<file path="src/source/vsg_pkg.sv">
`default_nettype none

package vsg_pkg;

    // Horizontal raster, in clocks
    localparam int H_SYNC   = 8;
    localparam int H_BACK   = 8;
    localparam int H_ACTIVE = 64;
    localparam int H_FRONT  = 4;
    localparam int H_TOTAL  = H_SYNC + H_BACK + H_ACTIVE + H_FRONT;

    localparam int H_ACTIVE_START = H_SYNC + H_BACK;
    localparam int H_ACTIVE_END   = H_ACTIVE_START + H_ACTIVE;

    // Vertical raster, in lines
    localparam int V_SYNC   = 2;
    localparam int V_BACK   = 3;
    localparam int V_ACTIVE = 24;
    localparam int V_FRONT  = 2;
    localparam int V_TOTAL  = V_SYNC + V_BACK + V_ACTIVE + V_FRONT;

    localparam int V_ACTIVE_START = V_SYNC + V_BACK;
    localparam int V_ACTIVE_END   = V_ACTIVE_START + V_ACTIVE;

    localparam int COUNT_W = 11;

    // Colour bar layout, rows relative to active start
    localparam int BAND_WHITE_Y = V_ACTIVE * 7 / 12;
    localparam int BAND_RAMP_Y  = V_ACTIVE * 8 / 12;

    // Bar edges relative to active start
    localparam int BAR_EDGE [0:5] = '{
        1 * H_ACTIVE / 7,
        2 * H_ACTIVE / 7,
        3 * H_ACTIVE / 7,
        4 * H_ACTIVE / 7,
        5 * H_ACTIVE / 7,
        6 * H_ACTIVE / 7
    };

    localparam logic [7:0] LEVEL_75  = 8'hBF;
    localparam logic [7:0] LEVEL_100 = 8'hFF;

    // 8.8 fixed point step of the grey ramp
    localparam logic [15:0] RAMP_STEP = 16'(255 * 256 / (H_ACTIVE - 1));

    typedef struct packed {
        logic [COUNT_W-1:0] hcount;
        logic [COUNT_W-1:0] vcount;
    } raster_pos_t;

    typedef struct packed {
        logic hsync;
        logic vsync;
        logic hblank;
        logic vblank;
        logic de;
        logic framestart;
        logic linestart;
        logic pixrequest;
    } sync_flags_t;

    typedef struct packed {
        logic [7:0] r;
        logic [7:0] g;
        logic [7:0] b;
    } pixel_t;

    typedef enum logic [1:0] {
        BAND_BARS,
        BAND_WHITE,
        BAND_RAMP
    } cb_band_e;

    // White, yellow, cyan, green, magenta, red, blue
    localparam pixel_t BAR_COLOR [0:6] = '{
        '{LEVEL_75, LEVEL_75, LEVEL_75},
        '{LEVEL_75, LEVEL_75, 8'h00},
        '{8'h00, LEVEL_75, LEVEL_75},
        '{8'h00, LEVEL_75, 8'h00},
        '{LEVEL_75, 8'h00, LEVEL_75},
        '{LEVEL_75, 8'h00, 8'h00},
        '{8'h00, 8'h00, LEVEL_75}
    };

endpackage

`default_nettype wire

</file>
<file path="src/source/raster_counter.sv">
`default_nettype none

module raster_counter (
    input  logic                 clk,
    input  logic                 rst,
    output vsg_pkg::raster_pos_t pos
);

    logic h_wrap;
    logic v_wrap;

    assign h_wrap = (pos.hcount == vsg_pkg::H_TOTAL - 1);
    assign v_wrap = (pos.vcount == vsg_pkg::V_TOTAL - 1);

    // Pixel position within the line
    always_ff @(posedge clk) begin
        if (rst) begin
            pos.hcount <= '0;
        end else if (h_wrap) begin
            pos.hcount <= '0;
        end else begin
            pos.hcount <= pos.hcount + 1'b1;
        end
    end

    // Line number, steps once per line
    always_ff @(posedge clk) begin
        if (rst) begin
            pos.vcount <= '0;
        end else if (h_wrap) begin
            if (v_wrap) begin
                pos.vcount <= '0;
            end else begin
                pos.vcount <= pos.vcount + 1'b1;
            end
        end
    end

endmodule

`default_nettype wire

</file>
<file path="src/source/sync_timing.sv">
`default_nettype none

module sync_timing (
    input  logic                 clk,
    input  logic                 rst,
    input  vsg_pkg::raster_pos_t pos,
    input  logic                 scan_ena,
    output vsg_pkg::sync_flags_t flags
);

    logic h_active;
    logic v_active;
    logic frame_top;
    logic scan_sync;
    logic scan_frame;
    vsg_pkg::sync_flags_t flags_next;

    assign h_active = (pos.hcount >= vsg_pkg::H_ACTIVE_START) &&
                      (pos.hcount < vsg_pkg::H_ACTIVE_END);
    assign v_active = (pos.vcount >= vsg_pkg::V_ACTIVE_START) &&
                      (pos.vcount < vsg_pkg::V_ACTIVE_END);
    assign frame_top = (pos.hcount == '0) && (pos.vcount == '0);

    // scan_ena is sampled once per frame at the top-left corner
    always_ff @(posedge clk) begin
        if (rst) begin
            scan_sync  <= 1'b0;
            scan_frame <= 1'b0;
        end else begin
            scan_sync <= scan_ena;
            if (frame_top) begin
                scan_frame <= scan_sync;
            end
        end
    end

    always_comb begin
        flags_next.hsync      = (pos.hcount < vsg_pkg::H_SYNC);
        flags_next.vsync      = (pos.vcount < vsg_pkg::V_SYNC);
        flags_next.hblank     = !h_active;
        flags_next.vblank     = !v_active;
        flags_next.de         = h_active && v_active;
        flags_next.framestart = frame_top;
        // Line and pixel requests only in scanned frames
        flags_next.linestart  = (pos.hcount == '0) && v_active && scan_frame;
        flags_next.pixrequest = h_active && v_active && scan_frame;
    end

    always_ff @(posedge clk) begin
        if (rst) begin
            flags.hsync      <= 1'b0;
            flags.vsync      <= 1'b0;
            flags.hblank     <= 1'b1;
            flags.vblank     <= 1'b1;
            flags.de         <= 1'b0;
            flags.framestart <= 1'b0;
            flags.linestart  <= 1'b0;
            flags.pixrequest <= 1'b0;
        end else begin
            flags <= flags_next;
        end
    end

endmodule

`default_nettype wire

</file>
<file path="src/source/colorbar_gen.sv">
`default_nettype none

module colorbar_gen (
    input  logic                 clk,
    input  logic                 rst,
    input  vsg_pkg::raster_pos_t pos,
    output vsg_pkg::pixel_t      pixel
);

    vsg_pkg::cb_band_e band;
    logic [2:0]        bar_idx;
    logic [15:0]       ramp_acc;
    logic              line_end;
    logic              pre_active;
    logic              h_active;
    logic              edge_hit;
    logic [7:0]        ramp_level;
    logic [7:0]        white_level;

    assign line_end   = (pos.hcount == vsg_pkg::H_TOTAL - 1);
    assign pre_active = (pos.hcount == vsg_pkg::H_ACTIVE_START - 1);
    assign h_active   = (pos.hcount >= vsg_pkg::H_ACTIVE_START) &&
                        (pos.hcount < vsg_pkg::H_ACTIVE_END);

    // Next position lands on a bar edge
    always_comb begin
        edge_hit = 1'b0;
        for (int k = 0; k < 6; k++) begin
            if (pos.hcount == vsg_pkg::H_ACTIVE_START + vsg_pkg::BAR_EDGE[k] - 1) begin
                edge_hit = 1'b1;
            end
        end
    end

    // Band changes at line ends, so it tracks the vcount of pos
    always_ff @(posedge clk) begin
        if (rst) begin
            band <= vsg_pkg::BAND_BARS;
        end else if (line_end) begin
            case (band)
                vsg_pkg::BAND_BARS: begin
                    if (pos.vcount == vsg_pkg::V_ACTIVE_START + vsg_pkg::BAND_WHITE_Y - 1) begin
                        band <= vsg_pkg::BAND_WHITE;
                    end
                end
                vsg_pkg::BAND_WHITE: begin
                    if (pos.vcount == vsg_pkg::V_ACTIVE_START + vsg_pkg::BAND_RAMP_Y - 1) begin
                        band <= vsg_pkg::BAND_RAMP;
                    end
                end
                vsg_pkg::BAND_RAMP: begin
                    if (pos.vcount == vsg_pkg::V_TOTAL - 1) begin
                        band <= vsg_pkg::BAND_BARS;
                    end
                end
                default: band <= vsg_pkg::BAND_BARS;
            endcase
        end
    end

    // Bar index for the current pos
    always_ff @(posedge clk) begin
        if (rst) begin
            bar_idx <= '0;
        end else if (pre_active) begin
            bar_idx <= '0;
        end else if (edge_hit) begin
            bar_idx <= bar_idx + 1'b1;
        end
    end

    // Ramp level in 8.8 fixed point, x * RAMP_STEP
    always_ff @(posedge clk) begin
        if (pre_active) begin
            ramp_acc <= '0;
        end else if (h_active) begin
            ramp_acc <= ramp_acc + vsg_pkg::RAMP_STEP;
        end
    end

    assign ramp_level  = ramp_acc[15:8];
    assign white_level = (bar_idx == '0) ? vsg_pkg::LEVEL_100 : vsg_pkg::LEVEL_75;

    // Blanking is left to the output stage
    always_ff @(posedge clk) begin
        case (band)
            vsg_pkg::BAND_BARS:  pixel <= vsg_pkg::BAR_COLOR[bar_idx];
            vsg_pkg::BAND_WHITE: pixel <= '{white_level, white_level, white_level};
            vsg_pkg::BAND_RAMP:  pixel <= '{ramp_level, ramp_level, ramp_level};
            default:             pixel <= '0;
        endcase
    end

endmodule

`default_nettype wire

</file>
<file path="src/source/video_out_stage.sv">
`default_nettype none

module video_out_stage (
    input  logic                         clk,
    input  logic                         rst,
    input  vsg_pkg::raster_pos_t         pos,
    input  vsg_pkg::sync_flags_t         flags,
    input  vsg_pkg::pixel_t              pixel,
    output logic                         hsync,
    output logic                         vsync,
    output logic                         hblank,
    output logic                         vblank,
    output logic                         de,
    output logic                         framestart,
    output logic                         linestart,
    output logic                         pixrequest,
    output logic [vsg_pkg::COUNT_W-1:0]  hcount,
    output logic [vsg_pkg::COUNT_W-1:0]  vcount,
    output logic [7:0]                   r,
    output logic [7:0]                   g,
    output logic [7:0]                   b
);

    vsg_pkg::raster_pos_t pos_d;
    vsg_pkg::pixel_t      pixel_vis;

    // Match the one cycle of the flag and pixel registers
    always_ff @(posedge clk) begin
        if (rst) begin
            pos_d <= '0;
        end else begin
            pos_d <= pos;
        end
    end

    assign pixel_vis = flags.de ? pixel : '0;

    always_ff @(posedge clk) begin
        if (rst) begin
            hsync      <= 1'b0;
            vsync      <= 1'b0;
            hblank     <= 1'b1;
            vblank     <= 1'b1;
            de         <= 1'b0;
            framestart <= 1'b0;
            linestart  <= 1'b0;
            pixrequest <= 1'b0;
            hcount     <= '0;
            vcount     <= '0;
            r          <= '0;
            g          <= '0;
            b          <= '0;
        end else begin
            hsync      <= flags.hsync;
            vsync      <= flags.vsync;
            hblank     <= flags.hblank;
            vblank     <= flags.vblank;
            de         <= flags.de;
            framestart <= flags.framestart;
            linestart  <= flags.linestart;
            pixrequest <= flags.pixrequest;
            hcount     <= pos_d.hcount;
            vcount     <= pos_d.vcount;
            r          <= pixel_vis.r;
            g          <= pixel_vis.g;
            b          <= pixel_vis.b;
        end
    end

endmodule

`default_nettype wire

</file>
<file path="src/source/video_syncgen_top.sv">
`default_nettype none

module video_syncgen_top (
    input  logic                         clk,
    input  logic                         rst,
    input  logic                         scan_ena,
    output logic                         hsync,
    output logic                         vsync,
    output logic                         hblank,
    output logic                         vblank,
    output logic                         de,
    output logic                         framestart,
    output logic                         linestart,
    output logic                         pixrequest,
    output logic [vsg_pkg::COUNT_W-1:0]  hcount,
    output logic [vsg_pkg::COUNT_W-1:0]  vcount,
    output logic [7:0]                   r,
    output logic [7:0]                   g,
    output logic [7:0]                   b
);

    vsg_pkg::raster_pos_t pos;
    vsg_pkg::sync_flags_t flags;
    vsg_pkg::pixel_t      pixel;

    // Shared time base for both halves
    raster_counter u_raster_counter (
        .clk (clk),
        .rst (rst),
        .pos (pos)
    );

    sync_timing u_sync_timing (
        .clk      (clk),
        .rst      (rst),
        .pos      (pos),
        .scan_ena (scan_ena),
        .flags    (flags)
    );

    colorbar_gen u_colorbar_gen (
        .clk   (clk),
        .rst   (rst),
        .pos   (pos),
        .pixel (pixel)
    );

    video_out_stage u_video_out_stage (
        .clk        (clk),
        .rst        (rst),
        .pos        (pos),
        .flags      (flags),
        .pixel      (pixel),
        .hsync      (hsync),
        .vsync      (vsync),
        .hblank     (hblank),
        .vblank     (vblank),
        .de         (de),
        .framestart (framestart),
        .linestart  (linestart),
        .pixrequest (pixrequest),
        .hcount     (hcount),
        .vcount     (vcount),
        .r          (r),
        .g          (g),
        .b          (b)
    );

endmodule

`default_nettype wire

</file>
<file path="config.mk">
export PLATFORM = sky130hd
export DESIGN_NAME = video_syncgen_top
export DESIGN_NICKNAME = d
export VERILOG_FILES = /design/src/source/vsg_pkg.sv /design/src/source/raster_counter.sv /design/src/source/sync_timing.sv /design/src/source/colorbar_gen.sv /design/src/source/video_out_stage.sv /design/src/source/video_syncgen_top.sv
export SDC_FILE = /design/constraint.sdc
export NUM_CORES = 1
export LEC_CHECK = 0
export ABC_AREA = 0
export BUFFER_PORTS_ARGS = -buffer_cell sky130_fd_sc_hd__buf_4
export CORE_MARGIN = 2
export CORE_UTILIZATION = 40
export CTS_CLUSTER_SIZE = 14
export DETAILED_ROUTE_END_ITERATION = 6
export PLACE_DENSITY = 0.66
export SLEW_MARGIN = 0
export SYNTH_ARGS = -nofsm -noshare
export SYNTH_HDL_FRONTEND = slang
export SYNTH_SLANG_ARGS = --single-unit
</file>
<file path="constraint.sdc">
create_clock -name clk -period 3.2 [get_ports clk]
set_input_delay 0.32 -clock clk [delete_from_list [all_inputs] [get_ports clk]]
set_output_delay 0.32 -clock clk [all_outputs]
set_load 0.01 [all_outputs]
</file>
== Word-level counts from Yosys, hierarchy flattened ==
Memories as Yosys holds them, arrays and structs flattened.
Index checks and enable logic that the tools add are counted.
Word-level totals
  bits of input ports: 3
  logic and storage cells: 95
  flip-flop bits (word level): 153
  output and inout bits: 54
  memories: 1
  memory bits (read-only): 192
Cells by class
  order comparisons: 7
  equality and inequality tests: 16
  reduce and logical (&&, ||, !) cells: 17
  add/subtract/negate cells: 4
  mux-type cells: 15
  bitwise operators: 2
Memory list
  (no name shown): depth 8, bits a word 24, rd ports 1, clocked after Yosys merged registers in 0, wr ports 0, line colorbar_gen.sv:87  | vsg_pkg::BAND_BARS: pixel <= vsg_pkg::BAR_COLOR[bar_idx];
Operators with widths (number)
  $pmux 24 s3: 1
  $mux 24: 2
  $eq 11x5->1 const B: 4
  $eq 11x6->1 const B: 4
  $add 11x1->11 const B: 2
  $eq 11x7->1 const B: 2
  $logic_not 11->1: 2
  $add 16x11->16 const B: 1
  $eq 11x4->1 const B: 1
  $ge 11x3->1 const B: 1
  $ge 11x5->1 const B: 1
  $lt 11x2->1 const B: 1
  $lt 11x4->1 const B: 1
  $lt 11x5->1 const B: 1
  $lt 11x7->1 const B: 1
  $mux 11: 1
  $logic_and 1x1->1: 7
  $mux 7: 1
  $mux 1: 6
  $mux 2: 3
  $pmux 2 s3: 1
  $reduce_or 2->1: 3
  $ge 4x4->1 const B: 1
  $ne 2x1->1 const B: 2
  other kinds (10): 11

== Depth between registers and ports, before layout ==
Gate-level depths: netlist (run 1).
  depth after elaboration: 7
  depth in mapped cells: 7
  gate-level depth less buffers: 7

== Hierarchy ==
From an unflattened synthesis (run 1), not the netlist that was laid out.
Unflattened totals
  cell total of the unflattened synthesis: 527
  area total of the unflattened synthesis: 5467.7 µm²
Modules (own cells, without submodules)
  video_out_stage: cells an instance 162, area each 2125.8 µm², times used 1, sequential area each 1521.5 µm²
  colorbar_gen: cells an instance 202, area each 1829.3 µm², times used 1, sequential area each 820.8 µm²
  raster_counter: cells an instance 121, area each 1111.1 µm², times used 1, sequential area each 440.4 µm²
  sync_timing: cells an instance 42, area each 401.6 µm², times used 1, sequential area each 200.2 µm²

== Least setup slack after synthesis (run 1) ==
No wires, ideal clock.
  path kind: flip-flop to flip-flop
  start point: register, netlist name u_raster_counter.pos[11]
  end point: register u_colorbar_gen.bar_idx[2]
  path slack: 1508 ps
  cell stages (with the launch flop): 8
  data required time: 3079 ps
  period minus slack after synthesis: 1692 ps
  arrival: 1572 ps
  setup time: 121 ps
  buffers on the path: 0
  cell sequence: dfxtp_1 inv_1 ha_1 nand4_1 o31ai_1 o2111a_1 o21ai_0 mux2_2
On the way
  longest elaborated chain between the ends: 7
  elaborated cells between the ends (all ways): 14
  classes of those cells: eq/ne: 7; mux: 6; reduce/logical: 1
Ends and longest elaborated chain
  $eq 11x5->1: line colorbar_gen.sv:29  | if (pos.hcount == vsg_pkg::H_ACTIVE_START + vsg_pkg::BAR_EDGE[k] - 1) begin
  $mux 1 (6 in series): line colorbar_gen.sv:29
  to (signal assigned): line colorbar_gen.sv:68  | bar_idx <= bar_idx + 1'b1;
  to (decl): line colorbar_gen.sv:11  | logic [2:0] bar_idx;
Several ways; a longest one is shown, not always the timed one.
A chain may end at the register's enable or synchronous reset.

== Final worst setup path (run 1) ==
  start point: register, netlist name u_raster_counter.pos[17]
  end point: register u_colorbar_gen.band[1]
On the way
  longest elaborated chain between the ends: 2
Ends and longest elaborated chain
  $eq 11x7->1: line colorbar_gen.sv:20  | assign line_end = (pos.hcount == vsg_pkg::H_TOTAL - 1);
  $reduce_and 4->1 (no line)
  to (signal assigned): line colorbar_gen.sv:38  | band <= vsg_pkg::BAND_BARS;
  to (signal assigned): line colorbar_gen.sv:43  | band <= vsg_pkg::BAND_WHITE;
  to (signal assigned): line colorbar_gen.sv:48  | band <= vsg_pkg::BAND_RAMP;
  to (decl): line colorbar_gen.sv:10  | vsg_pkg::cb_band_e band;
Every way passes these cells.

==> results.sh, run 1 <==
export IMPL_run_status="finished clean"
export IMPL_top_level_ports=57
export IMPL_post_dp_hpwl_mm=5.62
export IMPL_finalHoldViolCount=0
export IMPL_cts_made_buffers=17
export IMPL_timing_setup_critical_path_class="reg -> reg"
export IMPL_final_antenna_net_count=0
export IMPL_globalplace_congestion=0.843
export IMPL_crit_slowest_cell="sky130_fd_sc_hd__or4_1"
export IMPL_routed_wirelength_mm=8.52
export IMPL_totalNegativeSetupSlack_ps=0
export IMPL_share_of_power_burned_in_the_clock_network=0.497
export IMPL_grt_pass1_wl_mm=14.1
export IMPL_postCtsResizedCells=0
export IMPL_netlist_area_leader_share=0.584
export IMPL_avgRoutedWirePerCell_um=11.6
export IMPL_power_uw=3820
export IMPL_antenna_found_initial=0
export IMPL_cts_setup_buffers=0
export IMPL_num_vias=3369
export IMPL_worst_slew_pin_transition_ps=1130
export IMPL_synth_flop_cell="sky130_fd_sc_hd__dfxtp_1"
export IMPL_unrepaired_setup_endpoints_after_global_routing="no"
export IMPL_max_slew_margin_rel=0.247
export IMPL_final_setup_viol_count=0
export IMPL_post_synth_inst_count=501
export IMPL_final_period_util=0.603
export IMPL_track_usage=0.134
export IMPL_maximum_number_of_pins_on_one_net_before_global_route_repair=71
export IMPL_layout_setup_ws_ps=1270
export IMPL_port_buffer_count=56
export IMPL_internal_power_summed_over_all_cells_uw=2920
export IMPL_synth_edf_count=0
export IMPL_fmax_ghz=0.518
export IMPL_final_min_clock_period_ps=1930
export IMPL_floorplan_core_area_sq_um=12500
export IMPL_holdBufCountCts=0
export IMPL_worst_setup_hold_path_clk_slew_ps=60
export IMPL_drt_iter0_markers=157
export IMPL_ff_latch_area_sq_um=2940
export IMPL_count_of_buffering_cells_on_the_critical_path_with_inverters_included=0
export IMPL_power_switching_uw=906
export IMPL_synth_top_area_cell="sky130_fd_sc_hd__dfxtp_1"
export IMPL_synthArstFlopShare=0
export IMPL_ir_worst_vdd_uv=279
export IMPL_final_net_count=566
export IMPL_critical_path_top_delay_family="simple AND/OR/NAND/NOR gates"
export IMPL_start_util=0.404
export IMPL_synth_ff_latch_count=147
export IMPL_seqPwrFrac=0.486
export IMPL_clock_tree_htree_level_count=4
export IMPL_synth_cell_type_count=47
export IMPL_num_rows=41
export IMPL_netlist_area_sq_um=5040
export IMPL_multiInputGateArea_sq_um=1940
export IMPL_combPwrFrac=0.017
export IMPL_pre_cts_setup_slack_ps=1270
export IMPL_synth_nets=516
export IMPL_critical_path_reg2reg_startpoint="u_raster_counter.pos[17]"
export IMPL_postSynthAreaPerCell_sq_um=10.1
export IMPL_clockBufferDepth=2
export IMPL_timing_hold_worst_class="in -> reg"
export IMPL_static_leakage_power_uw=0.00249
export IMPL_crit_path_end_kind="register"
export IMPL_synth_seq_area_share=0.584
export IMPL_power_switching_fraction=0.237
export IMPL_netlist_top_cells_area="sky130_fd_sc_hd__dfxtp_1 58%, sky130_fd_sc_hd__nor2b_1 6.2%, sky130_fd_sc_hd__nor2_1 4.1%"
export IMPL_report_final_slew_viol_count=0
export IMPL_final_layout_size_suffix_gt1_frac=0.177
export IMPL_final_fill_count=1168
export IMPL_clk_root_buffer_cell="sky130_fd_sc_hd__clkbuf_16"
export IMPL_globalRouteOverflowTotal=0
export IMPL_worst_skew_pair_latency_ps=410
export IMPL_hold_path_startpoint="scan_ena"
export IMPL_clock_tree_from_tritoncts="yes"
export IMPL_vertical_die_dimension_um=116
export IMPL_arrival_ps=2270
export IMPL_drt_pass1_iterations=4
export IMPL_worst_path_largest_cell_delay_ps=550
export IMPL_vias_per_cell=4.58
export IMPL_critical_path_startpoint_type="register"
export IMPL_power_density_nw_per_um2=620
export IMPL_number_of_max_cap_violations=0
export IMPL_worst_hold_slack_ps=153
export IMPL_drc_violation_count_after_routing=0
export IMPL_die_area_sq_um=13500
export IMPL_worst_clock_skew_ps=5.00
export IMPL_syn_to_final_growth_pct=22.4
export IMPL_startpoint="u_raster_counter.pos[17]"
export IMPL_timing_critical_path_required_ps=3540
export IMPL_fp_dieW_um=116
export IMPL_first_global_vias=3095
export IMPL_synth_warnings=0
export IMPL_cp_max_fo=11
export IMPL_antenna_diode_count=0
export IMPL_cts_sink_count=147
export IMPL_path_cells="nor4b_1, nand4_1, or4_1, a21oi_1"
-- registers in the layout (all words and copies together), names as in the netlist, 2 cells and up --
signal	flops
u_video_out_stage.pos_d	22
u_colorbar_gen.ramp_acc	14
u_video_out_stage.hcount	11
u_colorbar_gen.band	2
u_video_out_stage.g	7
u_sync_timing.flags	8
u_video_out_stage.vcount	11
u_raster_counter.pos	22
u_video_out_stage.b	8
u_colorbar_gen.bar_idx	3
u_colorbar_gen.pixel	22
u_video_out_stage.r	7
-- kinds of logic after synthesis --
family / count (synthesis) / share of synthesized area
simple gates: 238 / 0.254
flops: 147 / 0.584
buf+inv: 39 / 0.0315
compound gates: 32 / 0.0424
xor+xnor: 29 / 0.0504
fa+ha+maj: 12 / 0.0298
mux: 4 / 0.00819
-- per-stage QoR --
stage	instance area, sq um	instances	utilization
6_report	6170	736	0.495
5_1_grt	6170	736	0.495
4_1_cts	6170	736	0.495
3_5_place_dp	5580	704	0.448
3_3_place_gp	5580	704	0.448
2_1_floorplan	5040	501	-
-- path summary, 6_finish.rpt --
kind,end,slack [ps],cells past startpoint
setup reg to reg,u_colorbar_gen.band[1],1270,4
setup / recovery,u_colorbar_gen.band[1],1270,4
hold / removal,u_sync_timing.scan_sync,150,2
hold reg to reg,u_video_out_stage.hblank,410,1
-- power groups by stage --
stage / sequential [uW] / combinational [uW] / clock [uW]
floorplan: 1900 / 47.6 / 0
finish: 1860 / 65.3 / 1900
global placement: 1900 / 66.3 / 0
CTS: 1860 / 66.2 / 1950
global route: 1860 / 75.3 / 2020
detailed placement: 1900 / 65.6 / 0
-- cells in the final DEF (no fill, tap or decap), types with 4 or more instances in the layout --
cell type,synthesis,routed
sky130_fd_sc_hd__nand2_1,43,43
sky130_fd_sc_hd__clkbuf_16,0,17
sky130_fd_sc_hd__o21ai_0,8,8
sky130_fd_sc_hd__nor3_1,13,13
sky130_fd_sc_hd__inv_1,12,12
sky130_fd_sc_hd__xnor2_1,16,16
sky130_fd_sc_hd__and3_1,4,4
sky130_fd_sc_hd__and2_1,24,24
sky130_fd_sc_hd__o21a_1,4,4
sky130_fd_sc_hd__ha_1,12,12
sky130_fd_sc_hd__buf_4,2,58
sky130_fd_sc_hd__dfxtp_1,147,147
sky130_fd_sc_hd__nand3_1,9,9
sky130_fd_sc_hd__nand4_1,10,10
sky130_fd_sc_hd__nor2_1,55,55
sky130_fd_sc_hd__xor2_1,13,13
sky130_fd_sc_hd__nor3b_1,4,4
sky130_fd_sc_hd__nor2b_1,50,50
sky130_fd_sc_hd__a21oi_1,4,4
sky130_fd_sc_hd__inv_8,0,6
-- layer usage --
metal | share of wire | track usage | wire length (um) | vias up
met1 | 0.49 | 0.170 | 4160 | 1540
met5 | 0 | 0 | 0 | -
met4 | 0.022 | 0.0722 | 187 | 0
li1 | - | - | - | 1732
met2 | 0.44 | 0.204 | 3770 | 81
met3 | 0.047 | 0.0410 | 397 | 16
-- Yosys cell counts (2+ instances only) --
cell type / count
sky130_fd_sc_hd__a21o_1: 3
sky130_fd_sc_hd__nand3_1: 9
sky130_fd_sc_hd__nor3_1: 13
sky130_fd_sc_hd__and4_1: 3
sky130_fd_sc_hd__a21oi_1: 4
sky130_fd_sc_hd__nor4_1: 2
sky130_fd_sc_hd__nor4b_1: 2
sky130_fd_sc_hd__buf_4: 2
sky130_fd_sc_hd__and3_1: 4
sky130_fd_sc_hd__clkbuf_1: 20
sky130_fd_sc_hd__nor3b_1: 4
sky130_fd_sc_hd__xnor2_1: 16
sky130_fd_sc_hd__a31oi_1: 3
sky130_fd_sc_hd__mux2i_1: 3
sky130_fd_sc_hd__and2_1: 24
sky130_fd_sc_hd__nand4_1: 10
sky130_fd_sc_hd__nand2b_1: 2
sky130_fd_sc_hd__buf_2: 4
sky130_fd_sc_hd__a22oi_1: 2
sky130_fd_sc_hd__ha_1: 12
sky130_fd_sc_hd__nor4_2: 2
sky130_fd_sc_hd__or2_2: 3
sky130_fd_sc_hd__nand2_1: 43
sky130_fd_sc_hd__o31ai_1: 3
sky130_fd_sc_hd__xor2_1: 13
sky130_fd_sc_hd__inv_1: 12
sky130_fd_sc_hd__o21ai_0: 8
sky130_fd_sc_hd__o21a_1: 4
sky130_fd_sc_hd__or4_1: 2
sky130_fd_sc_hd__nor2b_1: 50
sky130_fd_sc_hd__nor2_1: 55
sky130_fd_sc_hd__dfxtp_1: 147
sky130_fd_sc_hd__or3_1: 3
-- area by class of cell --
| class | count | area share |
|---|---|---|
| Sequential cell | 147 | 0.477 |
| Inverter | 12 | 0.00730 |
| Multi-Input combinational cell | 315 | 0.315 |
| Clock inverter | 15 | 0.0268 |
| Clock buffer | 17 | 0.0690 |
| Timing Repair Buffer | 58 | 0.0706 |
| Tap cell | 172 | 0.0349 |
Note: power is estimated with default switching activity, not from simulation.
==> inputs of run 2 (changes only) <==
--- a/config.mk
+++ b/config.mk
@@ -11,7 +11,7 @@
 export CORE_UTILIZATION = 40
 export CTS_CLUSTER_SIZE = 14
 export DETAILED_ROUTE_END_ITERATION = 6
-export PLACE_DENSITY = 0.66
+export PLACE_DENSITY = 0.68
 export SLEW_MARGIN = 0
 export SYNTH_ARGS = -nofsm -noshare
 export SYNTH_HDL_FRONTEND = slang
==> constraint.sdc (replaced) <==
create_clock -name clk -period 1.65 [get_ports clk]
set_input_delay 0.165 -clock clk [delete_from_list [all_inputs] [get_ports clk]]
set_output_delay 0.165 -clock clk [all_outputs]
set_load 0.01 [all_outputs]
==> run 2 against run 1 <==
Compared with the run above: the run now ends with setup timing left; wire length grew 13%; fmax increased by 8.6%; register-to-register slack worse by 1400 ps; non-clock buffer count up 55; clock skew grew 1.5 ps; total power grew 100%; clock-buffer cell count is 2 higher; combinational power increased by 150%; via count is 6.5% higher; largest cell class unchanged.
==> results.sh, run 2 (synthesized netlist as in run 1, its figures left out) <==
export IMPL_timing_hold_worst_class="reg -> reg"
export IMPL_vias_per_cell=4.54
export IMPL_finalNonFillerCells=791
export IMPL_final_min_clock_period_ps=1780
export IMPL_drt_pass1_iterations=4
export IMPL_clock_tree_htree_level_count=4
export IMPL_worst_setup_hold_path_clk_slew_ps=60
export IMPL_grt_pass1_wl_mm=15.3
export IMPL_hold_path_startpoint="u_sync_timing.flags[4]"
export IMPL_power_switching_uw=1580
export IMPL_reg2reg_setup_slack_ps=-130
export IMPL_static_leakage_power_uw=0.00293
export IMPL_rr_worst_depth=5
export IMPL_drc_violation_count_after_routing=0
export IMPL_worst_hold_slack_ps=417
export IMPL_mostFrequentLayoutCells="138 x sky130_fd_sc_hd__dfxtp_1, 100 x sky130_fd_sc_hd__buf_4, 49 x sky130_fd_sc_hd__nor2_1"
export IMPL_timing_critical_path_required_ps=2000
export IMPL_num_rows=41
export IMPL_critical_path_reg2reg_startpoint="u_raster_counter.pos[5]"
export IMPL_final_net_count=621
export IMPL_die_area_sq_um=13500
export IMPL_post_dp_hpwl_mm=6.20
export IMPL_power_density_nw_per_um2=1120
export IMPL_worst_clock_skew_ps=6.53
export IMPL_cts_sink_count=147
export IMPL_layout_top_registers="u_colorbar_gen.pixel x22, u_raster_counter.pos x22, u_video_out_stage.pos_d x22"
export IMPL_cp_max_fo=3
export IMPL_clk_root_buffer_cell="sky130_fd_sc_hd__clkbuf_16"
export IMPL_internal_power_summed_over_all_cells_uw=6220
export IMPL_cts_made_buffers=17
export IMPL_globalRouteOverflowTotal=0
export IMPL_final_setup_viol_count=4
export IMPL_fmax_ghz=0.562
export IMPL_final_util=0.559
export IMPL_drt_iter0_markers=191
export IMPL_fp_dieW_um=116
export IMPL_final_layout_size_suffix_gt1_frac=0.334
export IMPL_design_area_sq_um=6970
export IMPL_antenna_diode_count=0
export IMPL_maximum_number_of_pins_on_one_net_before_global_route_repair=41
export IMPL_timing_setup_critical_path_class="reg -> reg"
export IMPL_layout_setup_ws_ps=-128
export IMPL_clockBufferDepth=2
export IMPL_worstHoldEndpoint="u_video_out_stage.vblank"
export IMPL_unrepaired_setup_endpoints_after_global_routing="yes"
export IMPL_globalplace_congestion=0.808
export IMPL_final_antenna_net_count=0
export IMPL_finalHoldViolCount=0
export IMPL_routed_wirelength_mm=9.64
export IMPL_placed_cell_area_sq_um=5940
export IMPL_antenna_found_initial=0
export IMPL_vertical_die_dimension_um=116
export IMPL_track_usage=0.146
export IMPL_arrival_ps=2130
export IMPL_worst_slew_pin_transition_ps=749
export IMPL_first_global_vias=3306
export IMPL_num_vias=3588
export IMPL_floorplan_core_area_sq_um=12500
export IMPL_final_period_util=1.08
export IMPL_ir_worst_vdd_uv=573
export IMPL_top_level_ports=57
export IMPL_avgRoutedWirePerCell_um=12.2
export IMPL_seqPwrFrac=0.462
export IMPL_start_util=0.404
export IMPL_worst_r2r_endpoint="u_colorbar_gen.band[1]"
export IMPL_combPwrFrac=0.021
export IMPL_power_switching_fraction=0.202
export IMPL_violated_checks="setup timing"
export IMPL_pre_cts_setup_slack_ps=-124
export IMPL_report_final_slew_viol_count=0
export IMPL_share_of_power_burned_in_the_clock_network=0.517
export IMPL_number_of_max_cap_violations=0
export IMPL_port_buffer_count=56
export IMPL_critical_path_startpoint_type="register"
export IMPL_clock_tree_from_tritoncts="yes"
export IMPL_max_slew_margin_rel=0.495
export IMPL_final_common_cell="sky130_fd_sc_hd__dfxtp_1"
export IMPL_place_inst=749
export IMPL_syn_to_final_growth_pct=38.3
export IMPL_run_status="finished, violations left"
export IMPL_worst_skew_pair_latency_ps=410
export IMPL_hold_depth=1
export IMPL_crit_path_end_kind="register"
run 2: cell count changes in the layout (fill, tap and decap cells not counted), moves of 5 or more:
cell                      delta
sky130_fd_sc_hd__buf_4      +42
sky130_fd_sc_hd__buf_6       +6
sky130_fd_sc_hd__dfxtp_1     -9
sky130_fd_sc_hd__dfxtp_2     +8
sky130_fd_sc_hd__inv_8       -5
sky130_fd_sc_hd__nor2_1      -6
sky130_fd_sc_hd__nor3_1      -7
run 2: critical path, stage by stage, from the launching register on:
cell and delay, ps:
sky130_fd_sc_hd__dfxtp_2 330, sky130_fd_sc_hd__nor4_4 300, sky130_fd_sc_hd__nand2_2 100, sky130_fd_sc_hd__or3_4 340, sky130_fd_sc_hd__or4_4 490, sky130_fd_sc_hd__a21oi_2 150
run 2: how the worst max path moves through the flow:
stage | startpoint | end | slack [ps] | cells past startpoint
5_1_grt | u_raster_counter.pos[5] | u_colorbar_gen.band[1] | -210 | 5
2_1_floorplan | u_raster_counter.pos[8] | u_colorbar_gen.band[1] | -6 | 5
3_5_place_dp | u_raster_counter.pos[8] | u_colorbar_gen.band[1] | -120 | 5
4_1_cts | u_raster_counter.pos[8] | u_colorbar_gen.band[1] | -80 | 5
6_report | u_raster_counter.pos[5] | u_colorbar_gen.band[1] | -130 | 5
3_3_place_gp | u_raster_counter.pos[8] | u_colorbar_gen.band[1] | -80 | 5
run 2: routing by layer:
layer	global-route usage	wire length, um	up-vias
met4	0.0873	215	0
met3	0.0446	480	18
met1	0.182	4450	1638
li1	-	-	1852
met2	0.222	4500	80
met5	0	0	-
run 2: power groups by stage:
stage	clock network, uW	registers (uW)	logic, uW
floorplan	0	3680	92.2
global placement	0	3680	148
detailed placement	0	3680	151
CTS	4110	3600	159
global route	4270	3600	184
finish	4030	3600	162
run 2: metrics by stage:
stage / power (uW) / TNS, ps
final: 7790 / -202
after floorplan: 3770 / -10.1
after global placement: 3830 / -120
after detailed placement: 3830 / -452
after global routing: 8060 / -2130
after CTS: 7880 / -128
run 2: repair_timing:
action,4_1_cts,5_1_grt
resized for setup,14,60
hold buffers,2,0
endpoints found under the hold margin,2,0
setup endpoints to repair,16,61
cloned,0,2
pin swaps,3,26
buffers inserted,2,4
run 2: area by class of cell:
type / count / area, sq um
Multi-Input combinational cell: 315 / 2180
Clock buffer: 19 / 433
Sequential cell: 147 / 2960
Inverter: 12 / 45.0
Fill cell: 1052 / 5490
Tap cell: 172 / 215
Clock inverter: 13 / 196
Timing Repair Buffer: 113 / 943
